**config.mk**
```make
export PLATFORM = sky130hd
export DESIGN_NAME = m6502_core
export DESIGN_NICKNAME = d
export VERILOG_FILES = /design/src/rtl/cpu_isa_pkg.sv /design/src/rtl/cpu_bus_pkg.sv /design/src/rtl/mem_bus_if.sv /design/src/rtl/apb_requester.sv /design/src/rtl/cpu_sequencer.sv /design/src/rtl/accumulator_alu.sv /design/src/rtl/m6502_core.sv
export VERILOG_INCLUDE_DIRS = /design/src /design/src/rtl
export SDC_FILE = /design/constraint.sdc
export NUM_CORES = 1
export LEC_CHECK = 0
export BUFFER_PORTS_ARGS = -buffer_cell sky130_fd_sc_hd__buf_2
export CORE_UTILIZATION = 55
export CTS_CLUSTER_SIZE = 30
export DETAILED_ROUTE_END_ITERATION = 6
export PLACE_DENSITY = 0.74
export SKIP_LAST_GASP = 1
export SYNTH_ARGS = -nofsm -noshare
export SYNTH_HDL_FRONTEND = slang
export SYNTH_HIERARCHICAL = 1
export SYNTH_SLANG_ARGS = --single-unit
```
**constraint.sdc**
```tcl
create_clock -name raw_clk -period 6.8 [get_ports raw_clk]
set_input_delay 0.68 -clock raw_clk [delete_from_list [all_inputs] [get_ports raw_clk]]
set_output_delay 0.68 -clock raw_clk [all_outputs]
set_load 0.02 [all_outputs]
```
**src/rtl/cpu_settings.svh**
```systemverilog
// Widths and opcodes are fixed by the 6502 instruction set; only BRK and JMP abs decode outside group 01
`ifndef CPU_SETTINGS_SVH
`define CPU_SETTINGS_SVH

// Bus widths
`define ADDR_W 16
`define DATA_W 8

// First opcode fetch after reset
`define RESET_VECTOR 16'h4000

// Opcodes decoded outside the accumulator group
`define OPCODE_BRK 8'h00
`define OPCODE_JMP_ABS 8'h4c

// cc field value of the accumulator group (aaabbbcc)
`define OPCODE_GROUP_ACC 2'b01

// Bit positions inside flags_t
`define FLAG_N 2
`define FLAG_Z 1
`define FLAG_C 0

`endif

```
**src/rtl/cpu_isa_pkg.sv**
```systemverilog
// Instruction set types for the accumulator group; enum values follow the 6502 aaa and bbb fields
`include "cpu_settings.svh"

package cpu_isa_pkg;

  // aaa field of group 01
  typedef enum logic [2:0] {
    ALU_ORA = 3'b000,
    ALU_AND = 3'b001,
    ALU_EOR = 3'b010,
    ALU_ADC = 3'b011,
    ALU_STA = 3'b100,
    ALU_LDA = 3'b101,
    ALU_CMP = 3'b110,
    ALU_SBC = 3'b111
  } alu_op_t;

  // bbb field, kept modes only
  typedef enum logic [2:0] {
    MODE_ZP  = 3'b001,
    MODE_IMM = 3'b010,
    MODE_ABS = 3'b011
  } addr_mode_t;

  typedef enum logic [2:0] {
    S_FETCH_OP,
    S_DECODE,
    S_FETCH_LO,
    S_FETCH_HI,
    S_READ_OP,
    S_EXECUTE,
    S_STORE,
    S_HALTED
  } seq_state_t;

  typedef logic [`DATA_W-1:0] opcode_t;
  typedef logic [1:0]         op_group_t;
  // Result with carry out on top
  typedef logic [`DATA_W:0]   alu_sum_t;
  // N, Z, C
  typedef logic [2:0]         flags_t;

endpackage

```
**src/rtl/cpu_bus_pkg.sv**
```systemverilog
// Memory side types; one 16-bit address space with 8-bit data, no byte strobes or error response
`include "cpu_settings.svh"

package cpu_bus_pkg;

  typedef logic [`ADDR_W-1:0] addr_t;
  typedef logic [`DATA_W-1:0] data_t;

  // APB requester phases
  typedef enum logic [1:0] {
    APB_IDLE,
    APB_SETUP,
    APB_ACCESS
  } apb_phase_t;

endpackage

```
**src/rtl/mem_bus_if.sv**
```systemverilog
// Request side holds req, addr, write and wdata until done pulses once, then drops req for a cycle
`timescale 1ns/1ns

interface mem_bus_if import cpu_bus_pkg::*; ();

  logic  req;
  logic  write;
  addr_t addr;
  data_t wdata;
  // Valid only while done is high
  data_t rdata;
  logic  done;

  modport requester (
    output req, write, addr, wdata,
    input  rdata, done
  );

  modport completer (
    input  req, write, addr, wdata,
    output rdata, done
  );

endinterface

```
**src/rtl/apb_requester.sv**
```systemverilog
// One transfer at a time; setup then access until pready, no pslverr, idle cycle after every transfer
`timescale 1ns/1ns

module apb_requester import cpu_bus_pkg::*;
(
  input  logic raw_clk,
  input  logic button_reset,
  mem_bus_if.completer mem,
  output logic psel,
  output logic penable,
  output logic pwrite,
  output addr_t paddr,
  output data_t pwdata,
  input  data_t prdata,
  input  logic pready
);

  apb_phase_t phase;

  always_ff @(posedge raw_clk)
  begin
    if (!button_reset)
    begin
      phase <= APB_IDLE;
      pwrite <= 1'b0;
    end
    else
    begin
      case (phase)
        APB_IDLE:
          if (mem.req)
          begin
            phase <= APB_SETUP;
            pwrite <= mem.write;
          end
        APB_SETUP:
          phase <= APB_ACCESS;
        APB_ACCESS:
          // Wait states just stretch this phase
          if (pready)
          begin
            phase <= APB_IDLE;
            pwrite <= 1'b0;
          end
        default:
          phase <= APB_IDLE;
      endcase
    end
  end

  // Address and data held from setup through access
  always_ff @(posedge raw_clk)
  begin
    if (phase == APB_IDLE && mem.req)
    begin
      paddr <= mem.addr;
      pwdata <= mem.wdata;
    end
  end

  assign psel = (phase != APB_IDLE);
  assign penable = (phase == APB_ACCESS);

  assign mem.done = penable && pready;
  assign mem.rdata = prdata;

endmodule

```
**src/rtl/cpu_sequencer.sv**
```systemverilog
// Group 01 in zp, imm and abs plus JMP abs; BRK, STA imm and every other opcode halt until reset
`timescale 1ns/1ns
`include "cpu_settings.svh"

module cpu_sequencer import cpu_isa_pkg::*, cpu_bus_pkg::*;
(
  input  logic raw_clk,
  input  logic button_reset,
  mem_bus_if.requester mem,
  input  data_t acc,
  output logic exec,
  output alu_op_t op,
  output data_t operand,
  output logic halted
);

  seq_state_t state;
  addr_t pc;
  addr_t ea;
  opcode_t ir;
  data_t lo_byte;

  addr_mode_t mode;
  op_group_t group;
  logic is_acc;
  logic is_jmp;
  logic is_sta;
  logic mem_state;

  // Instruction fields, aaabbbcc
  assign op = alu_op_t'(ir[7:5]);
  assign mode = addr_mode_t'(ir[4:2]);
  assign group = ir[1:0];
  assign is_acc = (group == `OPCODE_GROUP_ACC);
  assign is_jmp = (ir == `OPCODE_JMP_ABS);
  assign is_sta = is_acc && (op == ALU_STA);

  assign mem_state = (state == S_FETCH_OP) || (state == S_FETCH_LO) ||
                     (state == S_FETCH_HI) || (state == S_READ_OP) ||
                     (state == S_STORE);

  // Instruction stream from pc, data access at ea
  assign mem.addr = (state == S_READ_OP || state == S_STORE) ? ea : pc;
  assign mem.write = (state == S_STORE);
  assign mem.wdata = acc;

  assign exec = (state == S_EXECUTE) && is_acc;
  assign halted = (state == S_HALTED);

  always_ff @(posedge raw_clk)
  begin
    if (!button_reset)
    begin
      state <= S_FETCH_OP;
      pc <= `RESET_VECTOR;
      mem.req <= 1'b0;
    end
    else
    begin
      // One request per memory state, req low again the cycle after done
      if (mem.req)
      begin
        if (mem.done)
          mem.req <= 1'b0;
      end
      else if (mem_state)
        mem.req <= 1'b1;

      case (state)
        S_FETCH_OP:
          if (mem.done)
          begin
            ir <= mem.rdata;
            pc <= pc + 1'b1;
            state <= S_DECODE;
          end
        S_DECODE:
          if (ir == `OPCODE_BRK)
            state <= S_HALTED;
          else if (is_jmp)
            state <= S_FETCH_LO;
          else if (is_acc && (mode == MODE_ZP || mode == MODE_ABS))
            state <= S_FETCH_LO;
          else if (is_acc && mode == MODE_IMM && !is_sta)
            state <= S_FETCH_LO;
          else
            state <= S_HALTED;
        S_FETCH_LO:
          if (mem.done)
          begin
            pc <= pc + 1'b1;
            lo_byte <= mem.rdata;
            operand <= mem.rdata;
            // Zero page address, overwritten for absolute
            ea <= addr_t'(mem.rdata);
            if (is_jmp || mode == MODE_ABS)
              state <= S_FETCH_HI;
            else if (mode == MODE_IMM)
              state <= S_EXECUTE;
            else if (is_sta)
              state <= S_STORE;
            else
              state <= S_READ_OP;
          end
        S_FETCH_HI:
          if (mem.done)
          begin
            pc <= pc + 1'b1;
            ea <= {mem.rdata, lo_byte};
            if (is_jmp)
              state <= S_EXECUTE;
            else if (is_sta)
              state <= S_STORE;
            else
              state <= S_READ_OP;
          end
        S_READ_OP:
          if (mem.done)
          begin
            operand <= mem.rdata;
            state <= S_EXECUTE;
          end
        S_STORE:
          if (mem.done)
            state <= S_EXECUTE;
        S_EXECUTE:
        begin
          if (is_jmp)
            pc <= ea;
          state <= S_FETCH_OP;
        end
        default:
          state <= S_HALTED;
      endcase
    end
  end

endmodule

```
**src/rtl/accumulator_alu.sv**
```systemverilog
// Binary arithmetic only, no decimal mode or overflow flag; results land one cycle after exec
`timescale 1ns/1ns
`include "cpu_settings.svh"

module accumulator_alu import cpu_isa_pkg::*, cpu_bus_pkg::*;
(
  input  logic raw_clk,
  input  logic button_reset,
  input  logic exec,
  input  alu_op_t op,
  input  data_t operand,
  output data_t acc,
  output flags_t flags
);

  alu_sum_t result;
  logic carry_next;

  always_comb
  begin
    carry_next = flags[`FLAG_C];
    case (op)
      ALU_ORA: result = {1'b0, acc | operand};
      ALU_AND: result = {1'b0, acc & operand};
      ALU_EOR: result = {1'b0, acc ^ operand};
      ALU_ADC:
      begin
        result = {1'b0, acc} + {1'b0, operand} + alu_sum_t'(flags[`FLAG_C]);
        carry_next = result[`DATA_W];
      end
      ALU_LDA: result = {1'b0, operand};
      ALU_CMP:
      begin
        // Carry set when no borrow, so A >= M
        result = {1'b0, acc} - {1'b0, operand};
        carry_next = !result[`DATA_W];
      end
      ALU_SBC:
      begin
        result = {1'b0, acc} - {1'b0, operand} - alu_sum_t'(!flags[`FLAG_C]);
        carry_next = !result[`DATA_W];
      end
      default: result = {1'b0, acc};
    endcase
  end

  always_ff @(posedge raw_clk)
  begin
    if (!button_reset)
    begin
      acc <= '0;
      flags <= '0;
    end
    else if (exec && op != ALU_STA)
    begin
      if (op != ALU_CMP)
        acc <= result[`DATA_W-1:0];
      flags[`FLAG_N] <= result[`DATA_W-1];
      flags[`FLAG_Z] <= (result[`DATA_W-1:0] == '0);
      flags[`FLAG_C] <= carry_next;
    end
  end

endmodule

```
**src/rtl/m6502_core.sv**
```systemverilog
// Runs straight on raw_clk; APB completer may insert any number of wait states, no error path
`timescale 1ns/1ns

module m6502_core import cpu_isa_pkg::*, cpu_bus_pkg::*;
(
  input  logic raw_clk,
  input  logic button_reset,
  output logic psel,
  output logic penable,
  output logic pwrite,
  output addr_t paddr,
  output data_t pwdata,
  input  data_t prdata,
  input  logic pready,
  output data_t acc,
  output flags_t flags,
  output logic halted
);

  // Sequencer to ALU
  logic exec;
  alu_op_t op;
  data_t operand;

  mem_bus_if mem ();

  cpu_sequencer u_sequencer (
    .raw_clk      (raw_clk),
    .button_reset (button_reset),
    .mem          (mem.requester),
    .acc          (acc),
    .exec         (exec),
    .op           (op),
    .operand      (operand),
    .halted       (halted)
  );

  accumulator_alu u_alu (
    .raw_clk      (raw_clk),
    .button_reset (button_reset),
    .exec         (exec),
    .op           (op),
    .operand      (operand),
    .acc          (acc),
    .flags        (flags)
  );

  apb_requester u_apb (
    .raw_clk      (raw_clk),
    .button_reset (button_reset),
    .mem          (mem.completer),
    .psel         (psel),
    .penable      (penable),
    .pwrite       (pwrite),
    .paddr        (paddr),
    .pwdata       (pwdata),
    .prdata       (prdata),
    .pready       (pready)
  );

endmodule

```
==> flow_metrics.env <==
export IMPL_grt_pass1_vias=4467
export IMPL_grt_usage_pct=27.3
export IMPL_initial_core_util_pct=56.7
export IMPL_drt_iter0_markers=570
export IMPL_globalplace_congestion=0.998
export IMPL_routed_wl_um=15200
export IMPL_htreeDepth=3
export IMPL_reg2reg_slack_ns=3.52
export IMPL_vdd_ir_drop_max_mv=0.158
export IMPL_clk_pin_slew_worst_paths_ns=0.09
export IMPL_die_area_sq_mm=0.0117
export IMPL_place_area_sq_mm=0.00634
export IMPL_nNetsFinal=675
export IMPL_whs_path_depth=2
export IMPL_worst_setup_path_start_kind="flop"
export IMPL_dr_total_vias=4980
export IMPL_area_growth_pct=5.84
export IMPL_crit_required_ns=7.09
export IMPL_postCtsSetupBuffers=0
export IMPL_grt_pass1_wl_um=24100
export IMPL_first_pass_iters=5
export IMPL_die_w_um=108
export IMPL_swShare_pct=24.4
export IMPL_async_flop_share_pct=0
export IMPL_power_total_uw=1130
export IMPL_fillers=902
export IMPL_final_common_cell="edfxtp_1"
export IMPL_p_leak_uw=0.00245
export IMPL_p_int_uw=854
export IMPL_ys_flop_type="edfxtp_1"
export IMPL_worstHoldStart="u_apb/pwrite$_SDFFE_PN0P_"
export IMPL_clock_power_share_pct=33.2
export IMPL_p_per_area_mw_per_mm2=173
export IMPL_syn_avg_cell_area_sq_um=9.97
export IMPL_worst_r2r_endpoint="u_alu/flags[1]$_SDFFE_PN0P_"
export IMPL_synth_nets=660
export IMPL_pwr_share_seq_pct=58.7
export IMPL_synth_largest_area_cell="edfxtp_1"
export IMPL_min_path_type="reg2reg"
export IMPL_slew_violations=0
export IMPL_critPathKind="reg2reg"
export IMPL_worstSkewPairLatency_ns=0.37
export IMPL_setup_tns_ns=0
export IMPL_cts_buffer_depth=2
export IMPL_rsz0062_at_grt="false"
export IMPL_antenna_found_initial=0
export IMPL_final_cell_mix="edfxtp_1, buf_2, nand2_1"
export IMPL_ant_nets=0
export IMPL_timing_critical_path_to_type="flop"
export IMPL_tritoncts="built"
export IMPL_min_to="u_apb/pwrite$_SDFFE_PN0P_"
export IMPL_ys_top_cells_by_area="edfxtp_1, dfxtp_1, ha_1"
export IMPL_synth_distinct_cells=85
export IMPL_hold_ws_ns=0.472
export IMPL_tightest_slew_ns=1.09
export IMPL_reg2reg_from="u_alu/acc[5]$_SDFFE_PN0P_"
export IMPL_min_period_ns=3.28
export IMPL_hpwl_um=10800
export IMPL_root_buffer="clkbuf_8"
export IMPL_synth_warnings=6
export IMPL_setup_viol=0
export IMPL_post_cts_resized=0
export IMPL_status="completed"
export IMPL_port_buffers=49
export IMPL_synth_edf_count=64
export IMPL_fin_crit_sh_pct=48.2
export IMPL_synth_top_area_share_pct=31.1
export IMPL_die_height_um=108
export IMPL_fin_cells=779
export IMPL_synth_area_sq_mm=0.00617
export IMPL_globalRouteOverflowTotal=0
export IMPL_drv_cap=0
export IMPL_switchingPower_uw=276
export IMPL_dp_cells=763
export IMPL_antenna_cells=0
export IMPL_drt_wirelength_per_cell_um=19.5
export IMPL_r2r_cells=10
export IMPL_layout_drive_gt1_share_pct=17.8
export IMPL_path_max_fanout=15
export IMPL_pin_count=50
export IMPL_ys_seq_area_share_pct=42.2
export IMPL_synth_cells=619
export IMPL_fin_area_sq_mm=0.00653
export IMPL_fmax_mhz=305
export IMPL_ys_ff_latch=98
export IMPL_grt_max_degree=35
export IMPL_core_area_sq_mm=0.0109
export IMPL_power_frac_comb_pct=8.1
export IMPL_cts_sinks=98
export IMPL_worstPathArrival_ns=3.57
export IMPL_cts_buffers=9
export IMPL_slew_limit_headroom_pct=27.0
export IMPL_hold_viol=0
export IMPL_vias_per_cell=6.39
export IMPL_skew_ns=0.0138
export IMPL_drcViolationCount=0
export IMPL_hold_buffers=0
export IMPL_rows=38
==> stage by stage <==
step	setup slack (ns)	util (%)
after CTS	3.60	60.0
after floorplan	3.96	-
final	3.52	60.0
after global routing	3.36	60.0
after detailed placement	3.62	58.2
after global placement	3.77	58.2
==> state kept, by name, indices dropped and copies added (netlist names), 3 cells and up <==
signal,count
u_sequencer/state,3
u_alu/acc,8
u_sequencer/ir,8
u_sequencer/operand,8
u_apb/pwdata,8
u_apb/paddr,16
u_alu/flags,3
u_sequencer/pc,16
u_sequencer/ea,16
u_sequencer/lo_byte,8
==> worst max-delay path: stages (launching register included) <==
cell      delay, ns
dfxtp_1        0.52
inv_1          0.10
ha_1           0.56
nor2_1         0.13
a221oi_1       0.54
o311ai_4       0.22
and4b_1        0.28
mux2i_1        0.13
a32oi_1        0.32
nand4_1        0.18
o31ai_2        0.20
==> routing by layer <==
metal	vias to the layer above	global-route usage (%)	wire, um
li1	2313	-	-
met1	2356	41.2	6820
met2	281	37.9	6570
met3	30	6.81	1510
met4	0	8.61	300
met5	-	0	0
==> final cells by class <==
type | count | area, sq um | area share [%]
Clock buffer | 10 | 128 | 1.95
Clock inverter | 6 | 63.8 | 0.977
Inverter | 32 | 120 | 1.84
Multi-Input combinational cell | 440 | 3170 | 48.5
Sequential cell | 98 | 2600 | 39.8
Tap cell | 140 | 175 | 2.68
Timing Repair Buffer | 53 | 275 | 4.21
==> power by group through the flow <==
stage	Combinational, uW	Clock (uW)	Sequential, uW
6_report	91.7	376	663
3_5_place_dp	91.1	0	676
4_1_cts	91.7	384	663
2_1_floorplan	53.6	0	685
5_1_grt	99.5	401	666
3_3_place_gp	89.6	0	675
==> worst max path at each step <==
stage | startpoint | endpoint
finish | u_alu/acc[5]$_SDFFE_PN0P_ | u_alu/flags[1]$_SDFFE_PN0P_
global route | u_alu/acc[5]$_SDFFE_PN0P_ | u_alu/flags[1]$_SDFFE_PN0P_
CTS | u_alu/acc[5]$_SDFFE_PN0P_ | u_alu/flags[1]$_SDFFE_PN0P_
detailed placement | u_alu/acc[5]$_SDFFE_PN0P_ | u_alu/flags[1]$_SDFFE_PN0P_
global placement | u_alu/acc[0]$_SDFFE_PN0P_ | u_alu/flags[1]$_SDFFE_PN0P_
floorplan | u_alu/acc[0]$_SDFFE_PN0P_ | u_alu/flags[1]$_SDFFE_PN0P_
==> logic make-up (layout without fill, tap and decap cells) <==
| family | Yosys count | after routing | share of synthesized area (%) |
|---|---|---|---|
| flip-flops | 98 | 98 | 42.2 |
| adder cells (fa/ha/maj) | 30 | 30 | 6.45 |
| buffers and inverters | 81 | 101 | 6.61 |
| multiplexers | 32 | 32 | 6.12 |
| XOR/XNOR | 10 | 10 | 1.42 |
| AO/OA/AOI/OAI | 143 | 143 | 17.2 |
| AND/OR/NAND/NOR | 225 | 225 | 20.1 |
==> cells in the mapped netlist (6+ instances only) <==
library cell,n
o21ai_0,18
nor3_1,13
mux2_2,25
a221oi_1,8
ha_1,27
buf_2,14
edfxtp_1,64
a21oi_1,29
nor2b_1,12
a22oi_1,6
xnor2_1,7
buf_4,19
clkbuf_1,12
nand2b_1,13
nand4_1,10
nand3_1,11
nand2_1,48
inv_1,31
and3_1,19
nor2_1,43
o22ai_1,8
nand3b_1,7
a211oi_1,9
and2_1,14
dfxtp_1,34
No activity file was read; power rests on OpenSTA's default activity.
